## src/rtl/slowVramPkg.sv

```systemverilog
package slowVramPkg;

	// Slow VRAM word address and data
	typedef logic [14:0] vramAddr_t;
	typedef logic [15:0] vramData_t;

	// Round position
	typedef logic [1:0] slot_t; // 0 spr word 0, 1 spr word 1, 2 CPU, 3 fix
	typedef logic [1:0] phase_t; // Clock within a slot

	// Sprite map addressing
	typedef logic [8:0] sprNb_t;
	typedef logic [4:0] tileIdx_t;
	typedef logic [19:0] sprTileNb_t;

	// CPU request kinds
	typedef logic [1:0] cpuOp_t;
	localparam cpuOp_t OP_ADDR = 2'd0; // Load pointer
	localparam cpuOp_t OP_MOD = 2'd1; // Load modulo
	localparam cpuOp_t OP_WRITE = 2'd2;
	localparam cpuOp_t OP_READ = 2'd3;

	typedef struct packed {
		cpuOp_t op;
		vramData_t data; // Low 15 bits only for OP_ADDR
	} cpuReq_t;

	typedef struct packed {
		vramAddr_t addr;
		vramData_t wrData;
		logic we;
	} vramAccess_t;

	// Attribute fields of sprite map word 1
	typedef struct packed {
		logic [7:0] pal;
		logic [1:0] aa; // Auto-animation
		logic [1:0] flip; // V and H flip
	} sprAttr_t;

	typedef struct packed {
		logic [11:0] tile;
		logic [3:0] pal;
	} fixTile_t;

	typedef enum logic [1:0] {
		PORT_IDLE,
		PORT_ACCESS,
		PORT_DONE
	} portState_t;

endpackage

```

## src/rtl/cpuVramPort.sv

```systemverilog
`timescale 1ns/100ps

module cpuVramPort
	import slowVramPkg::*;
#(
	parameter int CPU_FIFO_DEPTH = 4
)
(
	input logic CLK_24M,
	input logic rstN,
	input logic cpuReqValid,
	input cpuReq_t cpuReq,
	input slot_t slot,
	input phase_t phase,
	output logic cpuCredit,
	output vramAccess_t cpuAccess,
	output logic cpuRead
);

	localparam int PTR_W = $clog2(CPU_FIFO_DEPTH);

	cpuReq_t fifoMem [CPU_FIFO_DEPTH]; // Request storage
	logic [PTR_W-1:0] wrPtr;
	logic [PTR_W-1:0] rdPtr;
	logic [PTR_W:0] fifoCount; // One extra bit for full
	cpuReq_t headReq;
	logic cpuSlotStart;
	logic popReq;
	logic headAccess; // Head is a read or write
	vramAddr_t addrPtr; // Auto-increment pointer
	vramAddr_t addrMod; // Step after each access
	portState_t portState;
	logic readQ; // Current slot carries a read

	assign cpuSlotStart = (slot == 2'd2) && (phase == 2'd0);
	assign popReq = cpuSlotStart && (fifoCount != '0);
	assign headReq = fifoMem[rdPtr];
	assign headAccess = popReq && ((headReq.op == OP_WRITE) || (headReq.op == OP_READ));
	assign cpuCredit = popReq; // Credit goes back on every pop

	// Storage, no reset needed for payload
	always_ff @(posedge CLK_24M)
	begin
		if (cpuReqValid)
			fifoMem[wrPtr] <= cpuReq;
	end

	always_ff @(posedge CLK_24M)
	begin
		if (!rstN)
		begin
			wrPtr <= '0;
			rdPtr <= '0;
			fifoCount <= '0;
		end
		else
		begin
			if (cpuReqValid)
				wrPtr <= wrPtr + 1'b1; // Wraps, depth is a power of two
			if (popReq)
				rdPtr <= rdPtr + 1'b1;
			case ({cpuReqValid, popReq})
				2'b10: fifoCount <= fifoCount + 1'b1;
				2'b01: fifoCount <= fifoCount - 1'b1;
				default: fifoCount <= fifoCount; // Both or neither
			endcase
		end
	end

	// Access engine
	always_ff @(posedge CLK_24M)
	begin
		if (!rstN)
		begin
			portState <= PORT_IDLE;
			readQ <= 1'b0;
			addrPtr <= '0;
			addrMod <= 15'd1;
		end
		else
		begin
			case (portState)
				PORT_IDLE:
				begin
					if (popReq)
					begin
						case (headReq.op)
							OP_ADDR: addrPtr <= headReq.data[14:0];
							OP_MOD: addrMod <= headReq.data[14:0];
							default:
							begin
								portState <= PORT_ACCESS; // Hold address for rest of slot
								readQ <= (headReq.op == OP_READ);
							end
						endcase
					end
				end
				PORT_ACCESS:
				begin
					if (phase == 2'd3)
						portState <= PORT_DONE;
				end
				PORT_DONE:
				begin
					addrPtr <= addrPtr + addrMod; // 15-bit wrap
					readQ <= 1'b0;
					portState <= PORT_IDLE;
				end
				default: portState <= PORT_IDLE;
			endcase
		end
	end

	// Write strobe only in the pop cycle, address held through the slot
	always_comb
	begin
		cpuAccess.addr = addrPtr;
		cpuAccess.wrData = headAccess ? headReq.data : '0;
		cpuAccess.we = headAccess && (headReq.op == OP_WRITE);
	end

	assign cpuRead = (headAccess && (headReq.op == OP_READ)) ||
		((portState == PORT_ACCESS) && readQ);

	// Sender must hold a credit, so never a push into a full FIFO
	pushNotFull: assert property (@(posedge CLK_24M) disable iff (!rstN)
		cpuReqValid |-> (fifoCount != CPU_FIFO_DEPTH));

	// A started access runs to the end of slot 2 and no further
	accessInSlot: assert property (@(posedge CLK_24M) disable iff (!rstN)
		headAccess |=> (portState == PORT_ACCESS) [*3] ##1 (portState == PORT_DONE && slot == 2'd3));

endmodule

```

## config.mk

```make
export PLATFORM = sky130hd
export DESIGN_NAME = cpuVramPort
export DESIGN_NICKNAME = d
export VERILOG_FILES = /design/src/rtl/slowVramPkg.sv /design/src/rtl/cpuVramPort.sv
export SDC_FILE = /design/constraint.sdc
export NUM_CORES = 1
export LEC_CHECK = 0
export ABC_AREA = 1
export BUFFER_PORTS_ARGS = -buffer_cell sky130_fd_sc_hd__buf_4
export CORE_ASPECT_RATIO = 0.5
export CORE_MARGIN = 1
export CORE_UTILIZATION = 35
export CTS_BUF_LIST = sky130_fd_sc_hd__clkbuf_4
export CTS_CLUSTER_SIZE = 28
export DETAILED_ROUTE_END_ITERATION = 6
export HOLD_SLACK_MARGIN = 0.06
export MAX_ROUTING_LAYER = met4
export PLACE_DENSITY = 0.49
export SKIP_CTS_REPAIR_TIMING = 1
export SLEW_MARGIN = 20
export SYNTH_ARGS = -nofsm -noshare
export SYNTH_HDL_FRONTEND = slang
export SYNTH_SLANG_ARGS = --single-unit
```

## constraint.sdc

```tcl
create_clock -name CLK_24M -period 2.3 [get_ports CLK_24M]
set_input_delay 0.345 -clock CLK_24M [delete_from_list [all_inputs] [get_ports CLK_24M]]
set_output_delay 0.345 -clock CLK_24M [all_outputs]
set_load 0.01 [all_outputs]
```

# Word level (Yosys, flattened, before mapping)
# Memory sizes are Yosys's and may differ from the RTL's. A register that Yosys moved wholly into a read port is not among the register bits.
# Cells that the tools add are included.
[word_totals] output_inout_bits=34 register_bits=40 input_bits=25 ram_bits=72 n_memories=1 elab_cells=61
[memory_table] name="fifoMem" depth=4 width=18 rd=1 rd_clocked_by_memory_dff=1 wr=1 line="cpuVramPort.sv:22" text="cpuReq_t fifoMem [CPU_FIFO_DEPTH];"
[op_classes] n_addsub=5 mux=16 n_eq_ne=13 reduce_logical=19
[ops] cell="$mux 15" count=2
[ops] cell="$pmux 15 s2" count=1
[ops] cell="$mux 16" count=1
[ops] cell="$add 15x15->15" count=1
[ops] cell="$eq 2x2->1 const B" count=6
[ops] cell="$reduce_and 3->1" count=4
[ops] cell="$mux 2" count=5
[ops] cell="$eq 2x1->1 const B" count=3
[ops] cell="$logic_and 1x1->1" count=6
[ops] cell="$logic_not 2->1" count=3
[ops] cell="$ne 2x2->1 const B" count=3
[ops] cell="$pmux 3 s2" count=1
[ops] cell="$add 2x1->2 const B" count=2
[ops] cell="$mux 1" count=4
[ops] cell="$pmux 2 s2" count=1
[ops] cell="$reduce_bool 2->1" count=2
[ops] cell="$add 3x1->3 const B" count=1
[ops] cell="$reduce_bool 3->1" count=1
[ops] cell="$sub 3x1->3 const B" count=1
[ops] cell="$logic_or 1x1->1" count=2
[ops] cell="$ne 2x1->1 const B" count=1
[ops] cell="$pmux 1 s2" count=1
[ops] cell="$reduce_or 2->1" count=1

# Depth between registers and ports, before layout
[depth] depth_word=6 mapped_depth=12 ltp_nobuf=12

# Worst setup path before layout
# OpenSTA, ideal clock, no wires.
[synth_path] path_kind="input-to-reg" from="in slot[0]" to="reg fifoCount[2]" t_required_ns=2.178 path_slack_ns=0.414 stages=10 setup_time_ns=0.122 path_buffers=0 t_arrival_ns=1.764 cell_sequence="nor2_1 -> nand4_1 -> inv_1 -> ha_1 -> inv_1 -> fa_1 -> a21oi_1 -> o21ai_0 -> o21ai_0 -> a21oi_1"
[synth_between] elab_chain_len=5 elab_cells_between_ends=7 cone_classes="3 x eq/ne; 1 x mux; 3 x reduce/logical"
[synth_lines] item="start: declaration" line="cpuVramPort.sv:13" text="input slot_t slot,"
[synth_lines] item="$eq 2x2->1 (*)" line="cpuVramPort.sv:35" text="assign cpuSlotStart = (slot == 2'd2) && (phase == 2'd0);"
[synth_lines] item="$logic_and 1x1->1 (*)" line="cpuVramPort.sv:35"
[synth_lines] item="$logic_and 1x1->1 (*)" line="cpuVramPort.sv:36" text="assign popReq = cpuSlotStart && (fifoCount != '0);"
[synth_lines] item="via cpuCredit" line="cpuVramPort.sv:15" text="output logic cpuCredit,"
[synth_lines] item="$eq 2x1->1 or $eq 2x2->1 (tied branches)" line="cpuVramPort.sv:62" text="case ({cpuReqValid, popReq})"
[synth_lines] item="$pmux 3 s2 or $reduce_bool 2->1 (tied branches)"
[synth_lines] item="end signal: assignment" line="cpuVramPort.sv:63" text="2'b10: fifoCount <= fifoCount + 1'b1;"
[synth_lines] item="end signal: assignment" line="cpuVramPort.sv:64" text="2'b01: fifoCount <= fifoCount - 1'b1;"
[synth_lines] item="end signal: assignment" line="cpuVramPort.sv:65" text="default: fifoCount <= fifoCount;"
[synth_lines] item="end: declaration" line="cpuVramPort.sv:25" text="logic [PTR_W:0] fifoCount;"
# Mark *: on every way through the listed nets, which the timed path passes. The rest lies on a longest branch.
# A chain may end at the register's enable or synchronous reset.

==> impl_metrics.yaml <==
setup_path:
  slowest_delay_ns: 0.43
  cp-start-kind: "flop"
  slowest_stage: "dfxtp_4"
  critical-path-top-delay-family: "buffers and inverters"
  crit_fanout: 10
  cp-end-kind: "output port"
  path_cells: "buf_4, nand2_1, a32oi_1, buf_4, inv_1, nor2_1, buf_4"
  cpMostUsedCell: "buf_4"
  crit_type: "flop to output port"
  crit_buf_inv: 4
  crit_required_ns: 1.96
  critPathArrivalTime_ns: 1.86
synthesis:
  synth_area_sq_um: 5520
  syn-num-nets: 666
  synth_cell_types: 36
  syn_area_per_cell_sq_um: 8.90
  ys_seq_area_share_pct: 54.4
  ys_seq_elements: 114
  synth_cells: 620
  synth.yosys.warnings: 0
timing:
  slew_headroom_pct: 58.7
  finalSetupViolations: 0
  max_freq_mhz: 453
  worstMarginPinSlew_ns: 0.619
  layout_min_cycle_time_ns: 2.21
  timing_hold_violations_final: 0
  layout_setup_ws_ns: 0.0937
  setup_tns_ns: 0
  maxSlewViolCount: 0
  finalCritPeriodShare_pct: 95.9
  grt_setup_unrepaired: "true"
  fin_skew_ns: 0.0222
routing:
  wl_met1_mm: 7.30
  totalWireLength_mm: 13.5
  route.met3.wl_um: 381
  via_per_inst: 4.63
  via_count: 4318
  drt.antenna.violating_nets: 0
  dr_wl_met2_mm: 5.73
  drt_first_pass_iters: 6
  routedWlPerCell_um: 14.5
  drc: 0
  first_iter_violations: 194
  highest_layer: "met4"
run:
  cap_violations: 0
global_routing:
  grt_max_degree: 29
  antenna_found_initial: 0
  overflow: 0
  grt_pass1_wl_mm: 21.1
  grt_usage_pct: 17.5
  grt_pass1_vias: 3975
place:
  place_inst: 877
  io_buffers: 58
  gp_congestion: 0.876
  place_hpwl_mm: 9.34
  place_ws_ns: 0.282
floorplan:
  coreArea_sq_um: 15400
  die_area_sq_um: 16300
  start_util_pct: 35.8
  placementRows: 32
  ios: 59
  fp.dieH_um: 90.8
  fp.dieW_um: 180
outcome:
  status: "completed"
clock_tree:
  cts_sinks: 114
  clkLatencyLatePin_ns: 0.52
  ctsHtreeMaxLevel: 4
  cts-root-buf: "clkbuf_4"
  clk_pin_slew_worst_paths_ns: 0.12
  cts_tree: "done"
  cts_buffer_depth: 2
  cts_buffers: 17
power_and_ir_drop:
  comb_power_share_pct: 7.7
  seqPwrFrac_pct: 55.8
  peakVddDrop_mv: 0.244
  powerDensity_nw_per_um2: 592
  intPower_mw: 2.94
  clock_power_share_pct: 36.5
  p_total_mw: 4.05
  power.share.switching_pct: 27.3
  p_switching_mw: 1.10
  leakage_nw: 2.96
cells_and_area:
  antenna-diode-count: 0
  area_delta_synth_final_pct: 23.9
  drive_gt1_share_pct: 20.5
  nets: 761
  fin_cells: 932
min_path:
  hold_path.class: "input pin to flop"
## path summary, 6_finish.rpt
kind                              from                   endpoint  slack, ns  depth (start not counted)
min reg2reg      rdPtr[1]$_SDFFE_PN0P_                       flop       0.48                          2
max                               flop              cpuAccess[13]       0.09                          7
max reg2reg  fifoCount[1]$_SDFFE_PN0P_  fifoCount[2]$_SDFFE_PN0P_       0.25                         11
min                           phase[1]  portState[1]$_SDFFE_PN0P_       0.12                          3
## cell usage after synthesis
| cell | instances | area, sq um |
|---|---|---|
| nor4_1 | 1 | 6.26 |
| nand3_1 | 28 | 140 |
| buf_4 | 1 | 7.51 |
| buf_1 | 1 | 3.75 |
| o21ai_1 | 7 | 35.0 |
| inv_4 | 1 | 6.26 |
| o21ai_4 | 1 | 16.3 |
| nor2_2 | 1 | 6.26 |
| a32oi_1 | 8 | 70.1 |
| nor3_1 | 1 | 5.00 |
| inv_2 | 7 | 26.3 |
| nor2_1 | 55 | 206 |
| buf_2 | 7 | 35.0 |
| o311ai_0 | 1 | 8.76 |
| o22a_1 | 1 | 8.76 |
| a32o_1 | 4 | 40.0 |
| ha_1 | 19 | 238 |
| xnor2_1 | 1 | 8.76 |
| and2_1 | 3 | 18.8 |
| buf_6 | 6 | 67.6 |
| dfxtp_1 | 42 | 841 |
| a21oi_2 | 5 | 43.8 |
| nand2_2 | 2 | 12.5 |
| fa_1 | 2 | 40.0 |
| clkbuf_1 | 4 | 15.0 |
| nand2_1 | 180 | 676 |
| nand3_2 | 2 | 20.0 |
| nor2_4 | 2 | 22.5 |
| a21boi_1 | 1 | 7.51 |
| nand2_4 | 2 | 22.5 |
| a21oi_1 | 51 | 255 |
| o21ai_0 | 30 | 150 |
| xor2_1 | 4 | 35.0 |
| inv_1 | 64 | 240 |
| nand4_1 | 3 | 18.8 |
| edfxtp_1 | 72 | 2160 |
## sequential cells by signal, summed over array words and instances (netlist names), named ones only
signal and cells:
fifoCount 3, fifoMem 72, readQ 1, portState 2
addrMod 15, addrPtr 15, rdPtr 2, wrPtr 2
## layout make-up
type | count | area (sq um)
fill | 1500 | 8580
sequential | 114 | 3010
clock buffer | 18 | 135
multi-input combinational | 415 | 2190
timing repair buffer | 95 | 817
tap | 204 | 255
inverter | 72 | 285
clock inverter | 14 | 141
## stage by stage
step                cell area (sq um)  utilization, %  hold WS [ns]
detailed placement               6200            40.2         0.466
floorplan                        5520               -         0.436
finish                           6830            44.3         0.119
global placement                 6200            40.2         0.458
global route                     6830            44.3        0.0929
CTS                              6470            42.0       -0.0387
## worst reg2reg max path: cells and delay by family (launching register included)
family,cells,cell delay [ns]
compound gates,4,0.49
simple gates,2,0.28
buf+inv,3,0.27
fa+ha+maj,2,0.53
flops,1,0.37
## per-layer routing
layer | vias up | track usage [%]
met5 | - | -
met4 | 0 | 4.45
met3 | 8 | 3.71
met2 | 60 | 25.1
met1 | 1986 | 24.8
li1 | 2264 | -
## placed cells by master (no fill, tap or decap), types with 7 or more instances in the layout
master / count
ha_1: 19
inv_6: 9
inv_2: 7
a32oi_2: 7
nand3_1: 28
inv_1: 62
clkbuf_4: 18
buf_4: 72
a21oi_2: 7
nand2_1: 180
nor2_1: 52
edfxtp_1: 72
a21oi_1: 49
o21ai_1: 7
o21ai_0: 29
dlygate4sd3_1: 18
dfxtp_1: 40
## power by group through the flow
stage          Combinational [mW]  Sequential, mW  Clock (mW)
2_1_floorplan               0.144            2.30           0
3_3_place_gp                0.266            2.31           0
3_5_place_dp                0.268            2.31           0
4_1_cts                     0.270            2.26        1.52
5_1_grt                     0.343            2.26        1.60
6_report                    0.310            2.26        1.48
## logic make-up after synthesis
kind of cell | count (synthesis) | synth area share [%]
buffers and inverters | 91 | 7.28
adder cells (fa/ha/maj) | 21 | 5.04
AO/OA/AOI/OAI | 109 | 11.5
XOR/XNOR | 5 | 0.794
flip-flops | 114 | 54.4
AND/OR/NAND/NOR | 280 | 20.9
Power figures use the tool's default switching activity.
