<file path="src/rtl/slowVramPkg.sv">
package slowVramPkg;

	// Slow VRAM word address and data
	typedef logic [14:0] vramAddr_t;
	typedef logic [15:0] vramData_t;

	// Round position
	typedef logic [1:0] slot_t; // 0 spr word 0, 1 spr word 1, 2 CPU, 3 fix
	typedef logic [1:0] phase_t; // Clock within a slot

	// Sprite map addressing
	typedef logic [8:0] sprNb_t;
	typedef logic [4:0] tileIdx_t;
	typedef logic [19:0] sprTileNb_t;

	// CPU request kinds
	typedef logic [1:0] cpuOp_t;
	localparam cpuOp_t OP_ADDR = 2'd0; // Load pointer
	localparam cpuOp_t OP_MOD = 2'd1; // Load modulo
	localparam cpuOp_t OP_WRITE = 2'd2;
	localparam cpuOp_t OP_READ = 2'd3;

	typedef struct packed {
		cpuOp_t op;
		vramData_t data; // Low 15 bits only for OP_ADDR
	} cpuReq_t;

	typedef struct packed {
		vramAddr_t addr;
		vramData_t wrData;
		logic we;
	} vramAccess_t;

	// Attribute fields of sprite map word 1
	typedef struct packed {
		logic [7:0] pal;
		logic [1:0] aa; // Auto-animation
		logic [1:0] flip; // V and H flip
	} sprAttr_t;

	typedef struct packed {
		logic [11:0] tile;
		logic [3:0] pal;
	} fixTile_t;

	typedef enum logic [1:0] {
		PORT_IDLE,
		PORT_ACCESS,
		PORT_DONE
	} portState_t;

endpackage

</file>
<file path="src/rtl/mapWordLatch.sv">
`timescale 1ns/100ps

module mapWordLatch
	import slowVramPkg::*;
(
	input logic CLK_24M,
	input logic rstN,
	input slot_t slot,
	input phase_t phase,
	input vramData_t rdData,
	input logic cpuRead,
	output sprTileNb_t sprTileNb,
	output sprAttr_t sprAttr,
	output logic sprValid,
	output fixTile_t fixTile,
	output logic fixValid,
	output vramData_t cpuRdData,
	output logic cpuRdValid
);

	vramData_t word0Q; // Sprite tile number low part
	logic capture; // Last phase of a slot

	assign capture = (phase == 2'd3);

	always_ff @(posedge CLK_24M)
	begin
		if (capture && (slot == 2'd0))
			word0Q <= rdData;
	end

	always_ff @(posedge CLK_24M)
	begin
		if (!rstN)
		begin
			sprTileNb <= '0;
			sprAttr <= '0;
			sprValid <= 1'b0;
			fixTile <= '0;
			fixValid <= 1'b0;
			cpuRdData <= '0;
			cpuRdValid <= 1'b0;
		end
		else
		begin
			sprValid <= capture && (slot == 2'd1);
			fixValid <= capture && (slot == 2'd3);
			cpuRdValid <= capture && (slot == 2'd2) && cpuRead;

			// Both words land together
			if (capture && (slot == 2'd1))
			begin
				sprTileNb <= {rdData[7:4], word0Q};
				sprAttr.pal <= rdData[15:8];
				sprAttr.aa <= rdData[3:2];
				sprAttr.flip <= rdData[1:0];
			end

			if (capture && (slot == 2'd3))
			begin
				fixTile.tile <= rdData[11:0];
				fixTile.pal <= rdData[15:12];
			end

			if (capture && (slot == 2'd2) && cpuRead)
				cpuRdData <= rdData; // Untouched when slot was idle or a write
		end
	end

	// Sprite and fix results half a round apart
	sprToFix: assert property (@(posedge CLK_24M) disable iff (!rstN)
		sprValid |-> ##8 fixValid);

endmodule

</file>
<file path="config.mk">
export PLATFORM = sky130hd
export DESIGN_NAME = mapWordLatch
export DESIGN_NICKNAME = d
export VERILOG_FILES = /design/src/rtl/slowVramPkg.sv /design/src/rtl/mapWordLatch.sv
export SDC_FILE = /design/constraint.sdc
export NUM_CORES = 1
export LEC_CHECK = 0
export BUFFER_PORTS_ARGS = -buffer_cell sky130_fd_sc_hd__buf_2
export CELL_PAD_IN_SITES_DETAIL_PLACEMENT = 0
export CELL_PAD_IN_SITES_GLOBAL_PLACEMENT = 1
export CORE_MARGIN = 5
export CORE_UTILIZATION = 37
export DETAILED_ROUTE_END_ITERATION = 6
export PLACE_DENSITY_LB_ADDON = 0.1
export SLEW_MARGIN = 20
export SYNTH_ARGS = -nofsm -noshare
export SYNTH_HDL_FRONTEND = slang
export SYNTH_SLANG_ARGS = --single-unit
</file>
<file path="constraint.sdc">
create_clock -name CLK_24M -period 2.34 [get_ports CLK_24M]
set_input_delay 0.234 -clock CLK_24M [delete_from_list [all_inputs] [get_ports CLK_24M]]
set_output_delay 0.234 -clock CLK_24M [all_outputs]
set_load 0.02 [all_outputs]
</file>
# ---- Word-level counts from Yosys, hierarchy flattened
# Index checks and enable logic that the tools add are counted.
# Widths: inputs -> output; s select.
dict set report classes {
  n_reduce_logical 6
  n_eq_ne 4
}
# cell count
set ops {}
lappend ops {{$eq 2x2->1 const B} 3}
lappend ops {{$logic_and 1x1->1} 5}
lappend ops {{$eq 2x1->1 const B} 1}
lappend ops {{$logic_not 2->1} 1}
dict set report totals {
  ff_bits 83
  out_inout_bits 67
  input_bits 23
  wordCells 21
}

# ---- Logic depth before layout (Yosys ltp)
# Gate-level depths: netlist of run 1.
dict set report depth {
  ltp_word 3
  ltp_mapped 5
  ltp_nobuf 3
}

# ---- Worst setup path after synthesis of run 1
# No wires, ideal clock.
dict set report synth_path {
  kind {input to register}
  from {input slot[1]}
  to {register word0Q[0], enable pin}
  setup_ns 0.409
  cell_stages 1
  path_slack_ns 0.509
  n_path_buf 0
  required_ns 1.931
  arrival_ns 1.421
  cell_sequence {nor3_1}
}
dict set report synth_via {
  elab_chain_len 2
}
# element line_no
set synth_rtl {}
lappend synth_rtl {{start: declaration} mapWordLatch.sv:8} ;# input slot_t slot,
lappend synth_rtl {{$logic_not 2->1} mapWordLatch.sv:28} ;# if (capture && (slot == 2'd0))
lappend synth_rtl {{$logic_and 1x1->1} mapWordLatch.sv:28}
lappend synth_rtl {{end signal: assignment} mapWordLatch.sv:29} ;# word0Q <= rdData;
lappend synth_rtl {{end: declaration} mapWordLatch.sv:21} ;# vramData_t word0Q;
# No other way between the ends.
# A chain may end at the register's enable or synchronous reset.

# ---- Final worst setup path of run 1
dict set report layout_path {
  from {input phase[0]}
  to {register cpuRdData[12]}
}
dict set report layout_via {
  elab_chain_len 3
}
# element line_no
set layout_rtl {}
lappend layout_rtl {{start: declaration} mapWordLatch.sv:9} ;# input phase_t phase,
lappend layout_rtl {{$eq 2x2->1} mapWordLatch.sv:24} ;# assign capture = (phase == 2'd3);
lappend layout_rtl {{$logic_and 1x1->1 (2 in a row)} mapWordLatch.sv:65} ;# if (capture && (slot == 2'd2) && cpuRead)
lappend layout_rtl {{end signal: assignment} mapWordLatch.sv:66} ;# cpuRdData <= rdData;
lappend layout_rtl {{end: declaration} mapWordLatch.sv:17} ;# output vramData_t cpuRdData,
# No other way between the ends.

==> results of run 1 <==
-- critical path, stage by stage --
cell	delay, ps
buf_2	110
nand2_1	90
or3_1	770
mux2i_1	280
-- synth_stat cells --
library cell   n  area, um2
nor2_1         3       11.3
buf_12         1       20.0
nand2_1       50        188
o21ai_0       48        240
nand4b_1       1       8.76
edfxtp_1      16        480
buf_1          4       15.0
inv_1          1       3.75
nand3_1       48        240
buf_6          1       11.3
clkbuf_1      12       45.0
nand4_1        1       6.26
nor3_1         1       5.00
mux2i_1       16        160
buf_2          5       25.0
or3_1          1       6.26
dfxtp_1       67       1340
-- metal layers --
layer | vias to the layer above | track usage, %
met5 | - | 0
met4 | 0 | 5.83
met3 | 10 | 4.45
met2 | 58 | 21.6
met1 | 990 | 20.2
li1 | 1115 | -
-- state kept, by name, indices dropped and copies added, names as in the netlist --
register and flops:
sprAttr 12, cpuRdData 16, sprTileNb 20, fixTile 16
word0Q 16, cpuRdValid 1, fixValid 1, sprValid 1
-- where the power goes --
part / leakage, nW / internal, mW / switching (mW)
Combinational: 0.836 / 0.0493 / 0.112
Sequential: 0.687 / 1.49 / 0.0126
Clock: 0.105 / 0.558 / 0.493
Total: 1.63 / 2.09 / 0.618
-- cell families (layout without fill, tap and decap cells) --
kind of cell / Yosys count / count (layout) / share of synthesized area [%]
buffers and inverters: 24 / 110 / 4.28
AOI/OAI and AO/OA: 48 / 48 / 8.56
DFF: 83 / 83 / 64.9
muxes: 16 / 16 / 5.70
and+or+nand+nor: 105 / 105 / 16.6
-- worst paths after layout --
path	start	end	cells after the start
setup / recovery	phase[0]	cpuRdData[12]$_SDFFE_PN0P_	4
setup reg to reg	word0Q[11]$_DFFE_PP_	sprTileNb[11]$_SDFFE_PN0P_	2
hold / removal	rdData[5]	word0Q[5]$_DFFE_PP_	1
hold reg to reg	cpuRdData[15]$_SDFFE_PN0P_	cpuRdData[15]$_SDFFE_PN0P_	2
-- layout make-up --
type	instances	share of cell area [%]
multi-input combinational	169	24.8
clock buffer	12	4.45
sequential	83	51.8
timing repair buffer	93	14.0
inverter	1	0.107
clock inverter	4	1.39
tap	99	3.52
-- layout by cell type (no fill, tap or decap), types with 2 or more instances in the layout --
cell,instances
clkinv_2,2
buf_2,88
o21ai_0,48
clkbuf_1,2
mux2i_1,16
buf_4,4
nand3_1,48
dfxtp_1,67
nand2_1,50
clkbuf_8,9
nor2_1,3
edfxtp_1,16
-- stage by stage --
step / instance area, um2 / hold WS [ps] / util (%) / cells / power, mW
global route: 3520 / 61.0 / 48.0 / 461 / 2.83
detailed placement: 3310 / 431 / 45.2 / 445 / 1.70
floorplan: 2810 / 333 / - / 276 / 1.62
global placement: 3310 / 427 / 45.2 / 445 / 1.70
finish: 3520 / 83.8 / 48.0 / 461 / 2.71
CTS: 3520 / 65.1 / 48.0 / 461 / 2.74
==> results.json, run 1 <==
{
  "worstMarginPinSlew_ps": 979,
  "yosysUniqueCellTypes": 17,
  "io_pins": 90,
  "tns_ps": 0,
  "vias_per_cell": 4.71,
  "routabilityCongestion": 0.711,
  "crit_type": "input port to register",
  "antenna_found_initial": 0,
  "fin_ws_ps": 1110,
  "drt.antenna.violating_nets": 0,
  "die_h_um": 97.1,
  "cts-root-buf": "clkbuf_8",
  "fin_crit_sh_pct": 52.5,
  "tritoncts": "done",
  "min_path_type": "input port to register",
  "initial_core_util_pct": 38.3,
  "rsz0062_at_grt": "false",
  "syn_nets": 299,
  "drt_iter0_drc": 98,
  "power.leakage_nw": 1.63,
  "endpoint_kind": "register",
  "htree_levels": 3,
  "cts.sinks": 83,
  "n_antenna_cell": 0,
  "grt.total_usage_pct": 14.7,
  "start_kind": "input port",
  "grt_pass1_vias": 2020,
  "wl_met3_um": 354,
  "syn_inst": 276,
  "place_hpwl_um": 4640,
  "fmax_mhz": 814,
  "ir_worst_vdd_mv": 0.364,
  "die_area_mm2": 0.00943,
  "top_layer_used": "met4",
  "cts_setup_buffers": 0,
  "cp.required_ps": 2600,
  "drive_gt1_share_pct": 29.8,
  "multi_input_area_um2": 871,
  "drt-pass1-iter-count": 4,
  "place_ws_ps": 730,
  "clk_latency_ps": 340,
  "slew_viol_final": 0,
  "cts_hold_buf": 0,
  "fin_skew_ps": 9.94,
  "drc": 0,
  "vias": 2173,
  "clk_pin_slew_worst_paths_ps": 90,
  "clockBufferDepth": 2,
  "yosysSeqAreaShare_pct": 64.9,
  "cp.arrival_ps": 1490,
  "ctsResizeCount": 0,
  "powerDensity_mw_per_mm2": 771,
  "std_cell_rows": 31,
  "die_x_um": 97.1,
  "wl_met1_um": 3480,
  "route.met2.wl_um": 2980,
  "crit_path_max_fanout": 17,
  "max-cap-violations": 0,
  "fill_cells": 711,
  "grt_max_degree": 66,
  "area_growth_pct": 25.2,
  "synthesis.area_mm2": 0.00281,
  "r2r_slack_ps": 1660,
  "gr-total-overflow": 0,
  "seqCellArea_mm2": 0.00182,
  "port_buffers": 89,
  "setup_viol": 0,
  "ys_ff_latch": 83,
  "routedWlPerCell_um": 15.0,
  "drt_wl_total_um": 6910,
  "grt_pass1_wl_um": 11100,
  "core_mm2": 0.00733,
  "fin_crit_ps": 1230,
  "hold_viol_final": 0,
  "maxSlewHeadroom_pct": 34.7,
  "numCtsBuffers": 9,
  "nets": 380,
  "synth-warning-count": 0,
  "status": "completed",
  "synth_area_per_cell_um2": 10.2
}
(Power assumes the default switching activity.)
==> inputs of run 2 (changes only) <==
--- a/config.mk
+++ b/config.mk
@@ -5,11 +5,12 @@
 export SDC_FILE = /design/constraint.sdc
 export NUM_CORES = 1
 export LEC_CHECK = 0
+export ABC_AREA = 1
 export BUFFER_PORTS_ARGS = -buffer_cell sky130_fd_sc_hd__buf_2
 export CELL_PAD_IN_SITES_DETAIL_PLACEMENT = 0
 export CELL_PAD_IN_SITES_GLOBAL_PLACEMENT = 1
 export CORE_MARGIN = 5
-export CORE_UTILIZATION = 37
+export CORE_UTILIZATION = 36
 export DETAILED_ROUTE_END_ITERATION = 6
 export PLACE_DENSITY_LB_ADDON = 0.1
 export SLEW_MARGIN = 20
==> constraint.sdc (replaced) <==
create_clock -name CLK_24M -period 1.2 [get_ports CLK_24M]
set_input_delay 0.12 -clock CLK_24M [delete_from_list [all_inputs] [get_ports CLK_24M]]
set_output_delay 0.12 -clock CLK_24M [all_outputs]
set_load 0.02 [all_outputs]
==> results.json, run 2 <==
{
  "fill_cells": 870,
  "crit_type": "register to output port",
  "fin_ws_ps": 174,
  "gr-total-overflow": 0,
  "port_buffers": 89,
  "start_kind": "register",
  "synth-edff-count": 16,
  "min_path_type": "input port to register",
  "yosysMostFrequentCell": "nor2_1",
  "finalPower_mw": 5.30,
  "seqCellArea_mm2": 0.00182,
  "route.met2.wl_um": 3380,
  "top_layer_used": "met4",
  "crit_path_max_fanout": 2,
  "status": "completed",
  "fmax_mhz": 974,
  "drt.antenna.violating_nets": 0,
  "ir_worst_vdd_mv": 0.612,
  "power.leakage_nw": 1.95,
  "initial_core_util_pct": 37.3,
  "setup_viol": 0,
  "clk_pin_slew_worst_paths_ps": 80,
  "drt_iter0_drc": 116,
  "synthSimpleGateAreaFrac_pct": 28.0,
  "grt_pass1_vias": 2444,
  "synthesis.area_mm2": 0.00310,
  "tritoncts": "done",
  "tns_ps": 0,
  "core_mm2": 0.00830,
  "io_pins": 90,
  "die_area_mm2": 0.0106,
  "cp.arrival_ps": 910,
  "ys_async_sr_fraction_pct": 0,
  "crit_buf_inv": 1,
  "multi_input_area_mm2": 0.00104,
  "fin_crit_ps": 1030,
  "syn_inst": 391,
  "cts.sinks": 83,
  "yosysUniqueCellTypes": 18,
  "yosys_most_used_dff": "dfxtp_1",
  "drt-pass1-iter-count": 4,
  "drive_gt1_share_pct": 24.4,
  "synth_fa_ha_area_share_pct": 0,
  "fin_skew_ps": 9.53,
  "antenna_found_initial": 0,
  "numCtsBuffers": 9,
  "wl_met1_um": 3710,
  "largest_reg_flops": 20,
  "place_hpwl_um": 5480,
  "cp.required_ps": 1080,
  "rsz0062_at_grt": "false",
  "die_h_um": 103,
  "cts_setup_buffers": 0,
  "syn_nets": 414,
  "fin_crit_sh_pct": 85.5,
  "clockBufferDepth": 2,
  "die_x_um": 103,
  "slowest_stage": "dfxtp_1",
  "synth_top_cell_area_share_pct": 43.3,
  "drc": 0,
  "routedWlPerCell_um": 13.1,
  "drt_wl_total_um": 7730,
  "yosysSeqAreaShare_pct": 58.9,
  "critPathTopFamily": "flip-flops",
  "wl_met3_um": 520,
  "vias": 2587,
  "synth_top_family_by_area": "simple AND/OR/NAND/NOR gates",
  "vias_per_cell": 4.37,
  "clk_latency_ps": 340,
  "synth-warning-count": 0,
  "yosysTopAreaCell": "dfxtp_1",
  "final_common_cell": "nor2_1",
  "nets": 505,
  "place_ws_ps": 102,
  "synth_xor_area_share_pct": 0,
  "grt_pass1_wl_um": 12300,
  "regMostFlops": "sprTileNb",
  "htree_levels": 3,
  "slew_viol_final": 0,
  "routabilityCongestion": 0.775,
  "grt_max_degree": 52,
  "cts-root-buf": "clkbuf_8",
  "std_cell_rows": 33,
  "ys_ff_latch": 83,
  "synth_compound_area_share_pct": 5.17,
  "grt.total_usage_pct": 15.3,
  "synthMuxAreaShare_pct": 0,
  "powerDensity_mw_per_mm2": 1350,
  "path_cells": "buf_2",
  "hold_viol_final": 0,
  "synth_area_per_cell_um2": 7.92,
  "worstMarginPinSlew_ps": 297,
  "final_cell_mix": "nor2_1, buf_2, nand2_1, dfxtp_1, inv_1",
  "n_antenna_cell": 0,
  "area_growth_pct": 26.4,
  "endpoint_kind": "output port",
  "slowest_delay_ps": 380,
  "maxSlewHeadroom_pct": 80.2,
  "synthTopCellsByCount": "nor2_1, nand2_1, dfxtp_1",
  "synth_area_leaders": "dfxtp_1, edfxtp_1, nor2_1",
  "max-cap-violations": 0
}
-- run 2: cell count changes in the layout (fill, tap and decap cells not counted), moves of 4 or more --
| cell | delta |
|---|---|
| o21ai_0 | -32 |
| inv_1 | +34 |
| buf_12 | +4 |
| nor2_1 | +110 |
| dlygate4sd3_1 | +4 |
| nand2_1 | +33 |
| mux2i_1 | -16 |
| a21oi_1 | +16 |
| nand3_1 | -32 |
-- run 2: stage by stage --
stage | hold slack (ps) | area, um2 | instances | utilization, %
after floorplan | 197 | 3110 | 391 | -
after global placement | 346 | 3690 | 572 | 44.5
after detailed placement | 350 | 3690 | 572 | 44.5
after CTS | 3.27 | 3900 | 591 | 47.0
after global routing | 4.99 | 3910 | 592 | 47.1
final | 13.2 | 3910 | 592 | 47.1
-- run 2: area by class of cell --
cell class	count	area share (%)
clock inverter	6	0.992
sequential	83	46.6
multi-input combinational	251	26.6
inverter	36	3.45
tap	105	3.36
clock buffer	10	3.52
timing repair buffer	101	15.5
-- run 2: logic make-up (layout without fill, tap and decap cells) --
kind of cell,Yosys count,in the layout
compound gates,32,32
simple gates,219,219
flops,83,83
buf+inv,57,153
-- run 2: path summary, 6_finish.rpt --
kind / from / end / depth (start not counted) / slack (ps)
max reg2reg: word0Q[2]$_DFFE_PP_ / sprTileNb[2]$_SDFFE_PN0P_ / 4 / 520
min: rdData[5] / word0Q[5]$_DFFE_PP_ / 1 / 10
min reg2reg: sprTileNb[5]$_SDFFE_PN0P_ / sprTileNb[5]$_SDFFE_PN0P_ / 2 / 480
max: sprAttr[0]$_SDFFE_PN0P_ / sprAttr[0] / 1 / 170
-- run 2: timing repair --
action,CTS,global route
hold buffers,3,1
endpoints found under the hold margin,3,1
gates resized for setup,0,0
-- run 2: routing by layer --
metal | global-route usage [%] | vias to the layer above
li1 | - | 1379
met1 | 21.3 | 1130
met2 | 22.7 | 69
met3 | 4.74 | 9
met4 | 4.68 | 0
met5 | 0 | -
-- run 2: power breakdown --
group	leakage, nW	internal [mW]	switching (mW)	total [mW]
sequential	0.689	2.92	0.0375	2.96
clock	0.0929	0.807	0.998	1.81
combinational	1.17	0.182	0.348	0.531
