$ cat src/rtl/slowVramPkg.sv
package slowVramPkg;

	// Slow VRAM word address and data
	typedef logic [14:0] vramAddr_t;
	typedef logic [15:0] vramData_t;

	// Round position
	typedef logic [1:0] slot_t; // 0 spr word 0, 1 spr word 1, 2 CPU, 3 fix
	typedef logic [1:0] phase_t; // Clock within a slot

	// Sprite map addressing
	typedef logic [8:0] sprNb_t;
	typedef logic [4:0] tileIdx_t;
	typedef logic [19:0] sprTileNb_t;

	// CPU request kinds
	typedef logic [1:0] cpuOp_t;
	localparam cpuOp_t OP_ADDR = 2'd0; // Load pointer
	localparam cpuOp_t OP_MOD = 2'd1; // Load modulo
	localparam cpuOp_t OP_WRITE = 2'd2;
	localparam cpuOp_t OP_READ = 2'd3;

	typedef struct packed {
		cpuOp_t op;
		vramData_t data; // Low 15 bits only for OP_ADDR
	} cpuReq_t;

	typedef struct packed {
		vramAddr_t addr;
		vramData_t wrData;
		logic we;
	} vramAccess_t;

	// Attribute fields of sprite map word 1
	typedef struct packed {
		logic [7:0] pal;
		logic [1:0] aa; // Auto-animation
		logic [1:0] flip; // V and H flip
	} sprAttr_t;

	typedef struct packed {
		logic [11:0] tile;
		logic [3:0] pal;
	} fixTile_t;

	typedef enum logic [1:0] {
		PORT_IDLE,
		PORT_ACCESS,
		PORT_DONE
	} portState_t;

endpackage

$ cat src/rtl/slotSequencer.sv
`timescale 1ns/100ps

module slotSequencer
	import slowVramPkg::*;
(
	input logic CLK_24M,
	input logic rstN,
	input sprNb_t sprNb,
	input tileIdx_t tileIdx,
	input vramAddr_t fixMapAddr,
	input vramAccess_t cpuAccess,
	output slot_t slot,
	output phase_t phase,
	output vramAccess_t vramAccess
);

	logic [3:0] roundCnt; // Slot in upper bits, phase in lower
	sprNb_t sprNbQ;
	tileIdx_t tileIdxQ;
	vramAddr_t fixAddrQ;
	sprNb_t sprNbSel;
	tileIdx_t tileIdxSel;
	vramAddr_t fixAddrSel;
	logic sprSample;
	logic fixSample;

	assign slot = roundCnt[3:2];
	assign phase = roundCnt[1:0];
	assign sprSample = (slot == 2'd0) && (phase == 2'd0);
	assign fixSample = (slot == 2'd3) && (phase == 2'd0);

	always_ff @(posedge CLK_24M)
	begin
		if (!rstN)
			roundCnt <= '0; // Round starts at slot 0 phase 0
		else
			roundCnt <= roundCnt + 1'b1;
	end

	// Address inputs held for the slots that use them
	always_ff @(posedge CLK_24M)
	begin
		if (sprSample)
		begin
			sprNbQ <= sprNb;
			tileIdxQ <= tileIdx;
		end
		if (fixSample)
			fixAddrQ <= fixMapAddr;
	end

	// Live inputs in the sample cycle, latched copy afterwards
	assign sprNbSel = sprSample ? sprNb : sprNbQ;
	assign tileIdxSel = sprSample ? tileIdx : tileIdxQ;
	assign fixAddrSel = fixSample ? fixMapAddr : fixAddrQ;

	always_comb
	begin
		vramAccess = '0;
		case (slot)
			2'd0: vramAccess.addr = {sprNbSel, tileIdxSel, 1'b0}; // Tile number word
			2'd1: vramAccess.addr = {sprNbQ, tileIdxQ, 1'b1}; // Attribute word
			2'd2: vramAccess = cpuAccess; // Only slot with writes
			default: vramAccess.addr = fixAddrSel;
		endcase
	end

	// CPU write strobe must line up with phase 0 of the CPU slot
	weInCpuSlot: assert property (@(posedge CLK_24M) disable iff (!rstN)
		vramAccess.we |-> (slot == 2'd2) && (phase == 2'd0));

endmodule

$ cat config.mk
export PLATFORM = sky130hd
export DESIGN_NAME = slotSequencer
export DESIGN_NICKNAME = d
export VERILOG_FILES = /design/src/rtl/slowVramPkg.sv /design/src/rtl/slotSequencer.sv
export SDC_FILE = /design/constraint.sdc
export NUM_CORES = 1
export LEC_CHECK = 0
export BUFFER_PORTS_ARGS = -buffer_cell sky130_fd_sc_hd__clkbuf_2
export CAP_MARGIN = 20
export CELL_PAD_IN_SITES_DETAIL_PLACEMENT = 0
export CELL_PAD_IN_SITES_GLOBAL_PLACEMENT = 1
export CORE_MARGIN = 2
export CORE_UTILIZATION = 33
export DETAILED_ROUTE_END_ITERATION = 8
export GPL_TIMING_DRIVEN = 1
export MAX_ROUTING_LAYER = met4
export PLACE_DENSITY = 0.81
export SLEW_MARGIN = 15
export SYNTH_ARGS = -nofsm -noshare
export SYNTH_HDL_FRONTEND = slang
export SYNTH_SLANG_ARGS = --single-unit
$ cat constraint.sdc
create_clock -name CLK_24M -period 2 [get_ports CLK_24M]
set_input_delay 0.1 -clock CLK_24M [delete_from_list [all_inputs] [get_ports CLK_24M]]
set_output_delay 0.1 -clock CLK_24M [all_outputs]
set_load 0.01 [all_outputs]
Yosys cells after proc, flatten, opt, wreduce, memory -nomap -nowiden

Cells that the tools add are included.

Register bits: 33
Input bits: 63
Output and inout bits: 36
Logic and storage cells: 17

Add/subtract/negate cells: 1
Equality and inequality tests: 3
Multiplexer cells: 5
Reductions and logical operators: 4

Operators by type and width:

| cell                  | number |
|---|---|
| $pmux W15 S3          | 1 |
| $mux W17              | 1 |
| $mux W15              | 1 |
| $mux W9               | 1 |
| $mux W5               | 1 |
| $add A4 B1 Y4 const B | 1 |
| $eq A2 B2 Y1 const B  | 2 |
| $logic_not A2 Y1      | 2 |
| $eq A2 B1 Y1 const B  | 1 |
| $logic_and A1 B1 Y1   | 2 |

Longest topological paths before layout

Gate-level depths: netlist of the first run.

Depth in word-level cells: 4
Mapped depth: 7

Worst setup path before layout of the first run

Ideal clock, no wire load.

Path type: register -> output
From: register roundCnt[0]
To: output port vramAccess[18] in the netlist's numbering
Arrival time: 1.552 ns
Data required time: 1.900 ns
Slack: 0.348 ns
Cell stages (with the launch flop): 7
Cell sequence: dfxtp_1 inv_1 ha_1 buf_4 buf_4 mux2i_1 a211oi_1

RTL lines:

| item                   | line                | RTL |
|---|---|---|
| start, declared        | slotSequencer.sv:17 | `logic [3:0] roundCnt;` |
| start signal, assigned | slotSequencer.sv:37 | `roundCnt <= roundCnt + 1'b1;` |
| end, declared          | slotSequencer.sv:14 | `output vramAccess_t vramAccess` |

==> summary.txt, run 1 <==
Outcome
  – Run status: finished, final reports clean

Clock tree
  – CTS max path bufs: 2
  – CTS HTree Levels: 2
  – Clock Tree Root: clkbuf_8
  – CTS Hold Bufs: 0
  – CTS tree: done
  – CTS Buf Count: 5
  – Worst skew pair latency: about 0.28 ns
  – CTS Sinks: 33
  – Clk slew on worst S/H paths: 0.07 ns

Worst setup path
  – Crit. End Element: output port
  – Worst-case reg-to-reg path depth: 7
  – Reg2reg setup slack: ~0.3 ns
  – Required @ worst endpoint: 1.90 ns
  – Worst path top cell family by delay: simple AND/OR/NAND/NOR gates
  – Max FO, Critical Path: 15
  – WP data arrival: 1.83 ns
  – Reg2reg start: roundCnt[1]
  – CP Buf/Inv Count: 3
  – Max incr delay on CP: 0.39 ns
  – Reg2reg end: sprNbQ[0]
  – Crit-path cells: inv_1, ha_4, buf_8, or2_2, a21oi_1, a211oi_1, buf_2
  – Crit start category: flop
  – Slowest-stage cell, CP: or2_2
  – Worst Setup Path Type: flop to output port

Synthesis
  – FF+latch count, synth: 33
  – Synth unique cells: 23
  – Synthesized netlist cell count: 199
  – Yosys Warn Count: 0
  – Net Count, Synth: approximately 260
  – Seq/Total Area, Yosys: 33.6%
  – Synthesized area: between 1500 and 2000 sq um
  – Mean Syn Cell Area: a little under 10 sq um

Placement
  – GPL Wtd Cong: between 0.7 and 0.8
  – Post-DP Area: 2550 sq um
  – Port Buf Inserts: 98
  – DP Wirelength: 3840 um

Hold path
  – Min-delay src: fixMapAddr[13]
  – Hold path depth: 2
  – Hold/Removal Path Class: primary input to flop
  – Worst-case hold path end point: fixAddrQ[13]

Timing
  – RSZ-0062 raised after global routing: true
  – Achievable clock frequency: a little over 500 MHz
  – Hold WS: just over 0.06 ns
  – Setup Viol. Count Final: 0
  – Relative slew slack: 71.5%
  – Final hold violation count: 0
  – Final Max Tran Viols: 0
  – Crit path time final: 1.93 ns
  – Slew @ Worst Pin: 0.427 ns
  – Clk_skew: 0.00424 ns
  – Period utilization: a little over nine tenths

GRT
  – Vias in the first global route: ~1,700
  – Largest net degree at the start of global routing: 18
  – First-pass GRT wire length: 7600 um
  – Total Routing Usage GR: 15.7%
  – GRT overflow: 0
  – Initial antenna violation count: 0

Detailed routing
  – Total wire length: 5100 um
  – DR vias: 1,823
  – DR WL/cell: 13.2 um
  – Residual DRC: 0
  – DRT Pass-1 Iters: 4
  – Vias/cell: 4.74
  – DRC marker count from the first detailed-route iteration: 50
  – Post-DRT Antenna Nets: 0

Flow run
  – Max Cap Violations: 0

Power
  – Final Power: 1.99 mW
  – Leakage power: 1.37 nW
  – P per Cell Area: 715 nW/um^2
  – Max VDD drop: 0.444 mV

Final layout
  – Nets: 374
  – Area grow syn2layout: 41.8%
  – Filler Cell Count: roughly 600
  – Fraction of layout cells with a size suffix above 1: between 50% and 60%
  – N_diodes: 0
  – Design Area, Final: around 2800 sq um

Die
  – Die H: a little over 80 um
  – I/O pin count: 99
  – Initial core utilization: about a third
  – # rows: 28
  – Core Region: 5850 sq um
  – Total Die Area: 6590 sq um
  – Die width: 81.2 um
final cells by class:
class                           instances  area [sq um]  share of cell area, %
Clock inverter                          1          30.0                   1.08
Multi-Input combinational cell        149          1250                   45.0
Inverter                                2          7.51                  0.270
Timing Repair Buffer                  118           652                   23.4
Tap cell                               75          93.8                   3.37
Clock buffer                            7          86.3                   3.10
Sequential cell                        33           663                   23.8
state kept, by name, summed over array words and instances (netlist names):
signal and flops:
fixAddrQ 15, roundCnt 4, sprNbQ 9, tileIdxQ 5
cells in the final DEF, fill, tap and decap left out, types with 5 or more instances in the layout:
cell,synthesis,final
mux2_2,19,19
dfxtp_1,33,31
mux2i_1,15,15
clkbuf_8,0,6
nand2b_1,15,14
mux2_4,10,10
a211oi_1,14,14
or3b_2,14,13
and2_1,21,21
clkbuf_2,0,96
a21oi_1,30,25
a21oi_2,0,5
buf_4,5,18
logic make-up (layout without fill, tap and decap cells):
group / Yosys count / count (layout) / synth area share, %
muxes: 44 / 44 / 26.2
xor gates and xnor gates: 2 / 2 / 0.892
adders and majority gates: 2 / 2 / 1.27
AOI/OAI and AO/OA: 44 / 44 / 13.0
and+or+nand+nor: 56 / 57 / 20.1
DFF: 33 / 33 / 33.6
buffers and inverters: 18 / 128 / 4.90
routing by layer:
| layer | global-route usage (%) | wire [um] | vias up |
|---|---|---|---|
| li1 | - | - | 928 |
| met2 | 26.2 | 2440 | 73 |
| met3 | 4.00 | 386 | 6 |
| met1 | 18.5 | 2210 | 816 |
| met5 | - | 0 | - |
| met4 | 4.92 | 59 | 0 |
where the power goes:
group,leakage [nW],internal [mW],switching (mW)
registers,0.278,0.739,0.0412
clock network,0.0585,0.406,0.232
logic,1.04,0.327,0.247
metrics by stage:
step                setup TNS, ns  utilization [%]  worst slack [ns]  std cells
global route               -0.116             47.6           -0.0265        385
finish                          0             47.6            0.0747        385
floorplan                       0                -             0.348        199
detailed placement              0             43.6             0.170        368
global placement                0             43.6             0.197        368
CTS                             0             46.7            0.0254        383
worst register-to-register path: stages (launching register included):
cell and delay, ns:
dfxtp_2 0.34, inv_1 0.10, ha_4 0.17, buf_8 0.14
buf_4 0.13, nor3b_2 0.17, buf_4 0.20, mux2_2 0.35
synthesized netlist by cell type:
cell type	instances	area (sq um)
inv_1	2	7.51
or3b_2	14	123
buf_4	5	37.5
nand3_1	1	5.00
buf_2	2	10.0
nand2b_1	15	93.8
nor3b_2	1	12.5
dfxtp_1	33	661
mux2_4	10	150
buf_1	1	3.75
mux2i_1	15	150
xor2_1	1	8.76
or2_2	1	6.26
clkbuf_1	7	26.3
xnor2_1	1	8.76
ha_1	2	25.0
mux2_2	19	214
buf_6	1	11.3
nand2_4	1	11.3
a21oi_1	30	150
nor2b_1	2	12.5
and2_1	21	131
a211oi_1	14	105
repair_timing:
action                                  in CTS  in global routing
gates resized for setup                      5                 13
buffers inserted                             7                  1
gates cloned                                 0                  1
endpoints found under the setup margin      14                 14
pin swaps                                    0                  2
how the worst max path moves through the flow:
stage | cells after the start | from | slack (ns) | end
finish | 7 | roundCnt[1] | 0.07 | vramAccess[21]
global route | 7 | roundCnt[1] | -0.03 | vramAccess[28]
CTS | 7 | roundCnt[0] | 0.03 | vramAccess[21]
detailed placement | 7 | roundCnt[0] | 0.17 | vramAccess[20]
global placement | 7 | roundCnt[1] | 0.20 | vramAccess[20]
floorplan | 6 | roundCnt[0] | 0.35 | vramAccess[18]
(Power assumes the default switching activity.)
==> inputs of run 2 (changes only) <==
--- a/config.mk
+++ b/config.mk
@@ -15,6 +15,7 @@
 export GPL_TIMING_DRIVEN = 1
 export MAX_ROUTING_LAYER = met4
 export PLACE_DENSITY = 0.81
+export SETUP_SLACK_MARGIN = 0.3
 export SLEW_MARGIN = 15
 export SYNTH_ARGS = -nofsm -noshare
 export SYNTH_HDL_FRONTEND = slang
==> run 2 against run 1 <==
Effect of this change: final area grew 8.1%; die area is the same; maximum frequency grew 5.2%; worst hold slack lost 0.0013 ns; sequential cell count is the same; count of clock-buffer cells in the layout is the same; largest power group unchanged.
==> summary.txt, run 2 (synthesis gave the netlist of run 1 again) <==
Worst setup path
  – Max FO, Critical Path: 8 (-7)
  – Reg2reg start: roundCnt[0]
  – Crit start category: flop
  – Crit. End Element: output port
  – Worst Setup Path Type: flop to output port
  – Reg2reg setup slack: 0.22 ns (-0.08 ns)
  – Crit path to: vramAccess[21]
  – CP startpoint: roundCnt[0]
  – Reg2reg end: tileIdxQ[1]
  – WP data arrival: 1.73 ns (-0.10 ns)
  – Worst-case reg-to-reg path depth: 8 (+1)
  – Required @ worst endpoint: 1.90 ns (about the same)

Detailed routing
  – DR WL/cell: 14.4 um (+8.6%)
  – Vias/cell: 4.86 (+2.7%)
  – DR vias: 1,901 (+4.3%)
  – Post-DRT Antenna Nets: 0 (unchanged)
  – Total wire length: 5630 um (+10%)
  – DRT Pass-1 Iters: 4 (unchanged)
  – Residual DRC: 0 (unchanged)
  – DRC marker count from the first detailed-route iteration: 84 (+68%)

Timing
  – Achievable clock frequency: 546 MHz (+5.2%)
  – Clk_skew: 0.00582 ns (+0.00159 ns)
  – RSZ-0062 raised after global routing: true
  – Hold WS: 0.0597 ns (-0.00132 ns)
  – Setup TNS: 0 ns (unchanged)
  – Setup Viol. Count Final: 0 (unchanged)
  – Relative slew slack: 75.1% (+3.5 points)
  – Crit path time final: 1.83 ns (-0.0947 ns)
  – Final hold violation count: 0 (unchanged)
  – Period utilization: 91.5% (-4.7 points)
  – Slew @ Worst Pin: 0.374 ns (-0.0527 ns)
  – Final Max Tran Viols: 0 (unchanged)

Final layout
  – Largest Register: fixAddrQ
  – Filler Cell Count: 571 (-5.5%)
  – Core Util, Final: 51.5% (+3.8 points)
  – Commonest cells after routing, fill and taps aside: clkbuf_2, dfxtp_1, and2_1
  – Fin cells: 391 (+1.6%)
  – Area grow syn2layout: 53.2%
  – N_diodes: 0 (unchanged)
  – Largest regs: fixAddrQ x15, sprNbQ x9, tileIdxQ x5
  – Nets: 380 (+1.6%)
  – Fraction of layout cells with a size suffix above 1: 65.8% (+7.1 points)
  – Largest register FFs: 15 (unchanged)
  – Commonest non-fill, non-tap cell in the layout: clkbuf_2

Clock tree
  – Worst skew pair latency: 0.28 ns (about the same)
  – Clk slew on worst S/H paths: 0.07 ns (about the same)
  – CTS Sinks: 33 (unchanged)
  – CTS max path bufs: 2 (unchanged)
  – Clock Tree Root: clkbuf_8
  – CTS HTree Levels: 2 (unchanged)
  – CTS tree: done
  – CTS Buf Count: 5 (unchanged)

Power
  – Final Power: 2.12 mW (+6.5%)
  – Sw Share: 26.9% (+0.76 points)
  – Leakage power: 1.46 nW (+6.2%)
  – Reg power frac: 36.9% (-2.3 points)
  – Cell Int Power: 1.55 mW (+5.4%)
  – Psw: 570 uW (+9.6%)
  – Max VDD drop: 0.435 mV (-2.2%)
  – Clock power frac: 30.2% (-1.8 points)
  – Combinational share of power: 32.9% (+4.1 points)
  – P per Cell Area: 705 nW/um^2 (-1.5%)

Hold path
  – Hold/Removal Path Class: primary input to flop

Die
  – # rows: 28 (unchanged)
  – Core Region: 5850 sq um (unchanged)
  – I/O pin count: 99 (unchanged)
  – Total Die Area: 6590 sq um (unchanged)
  – Initial core utilization: 33.6% (unchanged)
  – Die width: 81.2 um (unchanged)
  – Die H: 81.2 um (unchanged)

GRT
  – Initial antenna violation count: 0 (unchanged)
  – First-pass GRT wire length: 8470 um (+11%)
  – Total Routing Usage GR: 17.5% (+1.9 points)
  – GRT overflow: 0 (unchanged)
  – Vias in the first global route: 1,769 (+6.6%)
  – Largest net degree at the start of global routing: 18 (unchanged)

Outcome
  – Run status: finished, final reports clean

Flow run
  – Max Cap Violations: 0 (unchanged)

Placement
  – Port Buf Inserts: 98 (unchanged)
  – GPL Wtd Cong: 0.716 (unchanged)
  – DP Wirelength: 3840 um (unchanged)
  – Placed Instances: 368 (unchanged)
==> run 2: cell types whose count changed in the layout (fill, tap and decap cells not counted), sizes merged <==
cell,delta
buf,+8
clkbuf,-2
==> run 2: what timing repair did <==
item | in CTS | in global routing
gates resized for setup | 47 | 21
gates cloned | 3 | 0
setup endpoints to repair | 28 | 29
hold buffers | 0 | 0
setup buffers | 10 | 2
pin swaps | 24 | 7
==> run 2: how the worst min path moves through the flow <==
stage / start / end / slack, ns / cells after the start
6_report: fixMapAddr[13] / fixAddrQ[13] / 0.06 / 2
5_1_grt: fixMapAddr[0] / fixAddrQ[0] / 0.05 / 2
4_1_cts: fixMapAddr[13] / fixAddrQ[13] / 0.06 / 2
3_5_place_dp: sprNb[8] / sprNbQ[8] / 0.35 / 2
3_3_place_gp: sprNb[8] / sprNbQ[8] / 0.34 / 2
2_1_floorplan: rstN / roundCnt[1] / 0.22 / 1
==> run 2: area by class of cell <==
type	instances	area, sq um	area share (%)
Timing Repair Buffer	124	743	24.7
Clock buffer	7	86.3	2.87
Inverter	2	7.51	0.249
Clock inverter	1	30.0	0.998
Tap cell	75	93.8	3.12
Sequential cell	33	663	22.0
Multi-Input combinational cell	149	1390	46.1
==> run 2: per-layer routing <==
metal  part of all wire [%]  GRT usage (%)  vias up
li1                       -              -      939
met1                     42           20.6      879
met2                     49           29.8       75
met3                    7.4           3.89        8
met4                    1.4           5.76        0
met5                      0              -        -
==> run 2: critical path: stages, from the launching register on <==
cell and delay [ns]:
dfxtp_2 0.33, inv_2 0.07, ha_4 0.21, buf_16 0.14, or2_4 0.19, a21oi_1 0.09, a211oi_1 0.25, clkbuf_2 0.17
==> run 2: metrics by stage <==
step	setup WS, ns	instance area, sq um
after floorplan	0.348	1960
after global placement	0.197	2550
after detailed placement	0.170	2550
after CTS	0.177	2920
after global routing	0.0959	3010
final	0.169	3010
==> run 2: power by group through the flow <==
stage / Sequential, mW / Combinational (mW) / Clock [mW]
finish: 0.784 / 0.698 / 0.640
global route: 0.792 / 0.751 / 0.683
CTS: 0.780 / 0.650 / 0.652
detailed placement: 0.793 / 0.523 / 0
global placement: 0.791 / 0.518 / 0
floorplan: 0.785 / 0.337 / 0
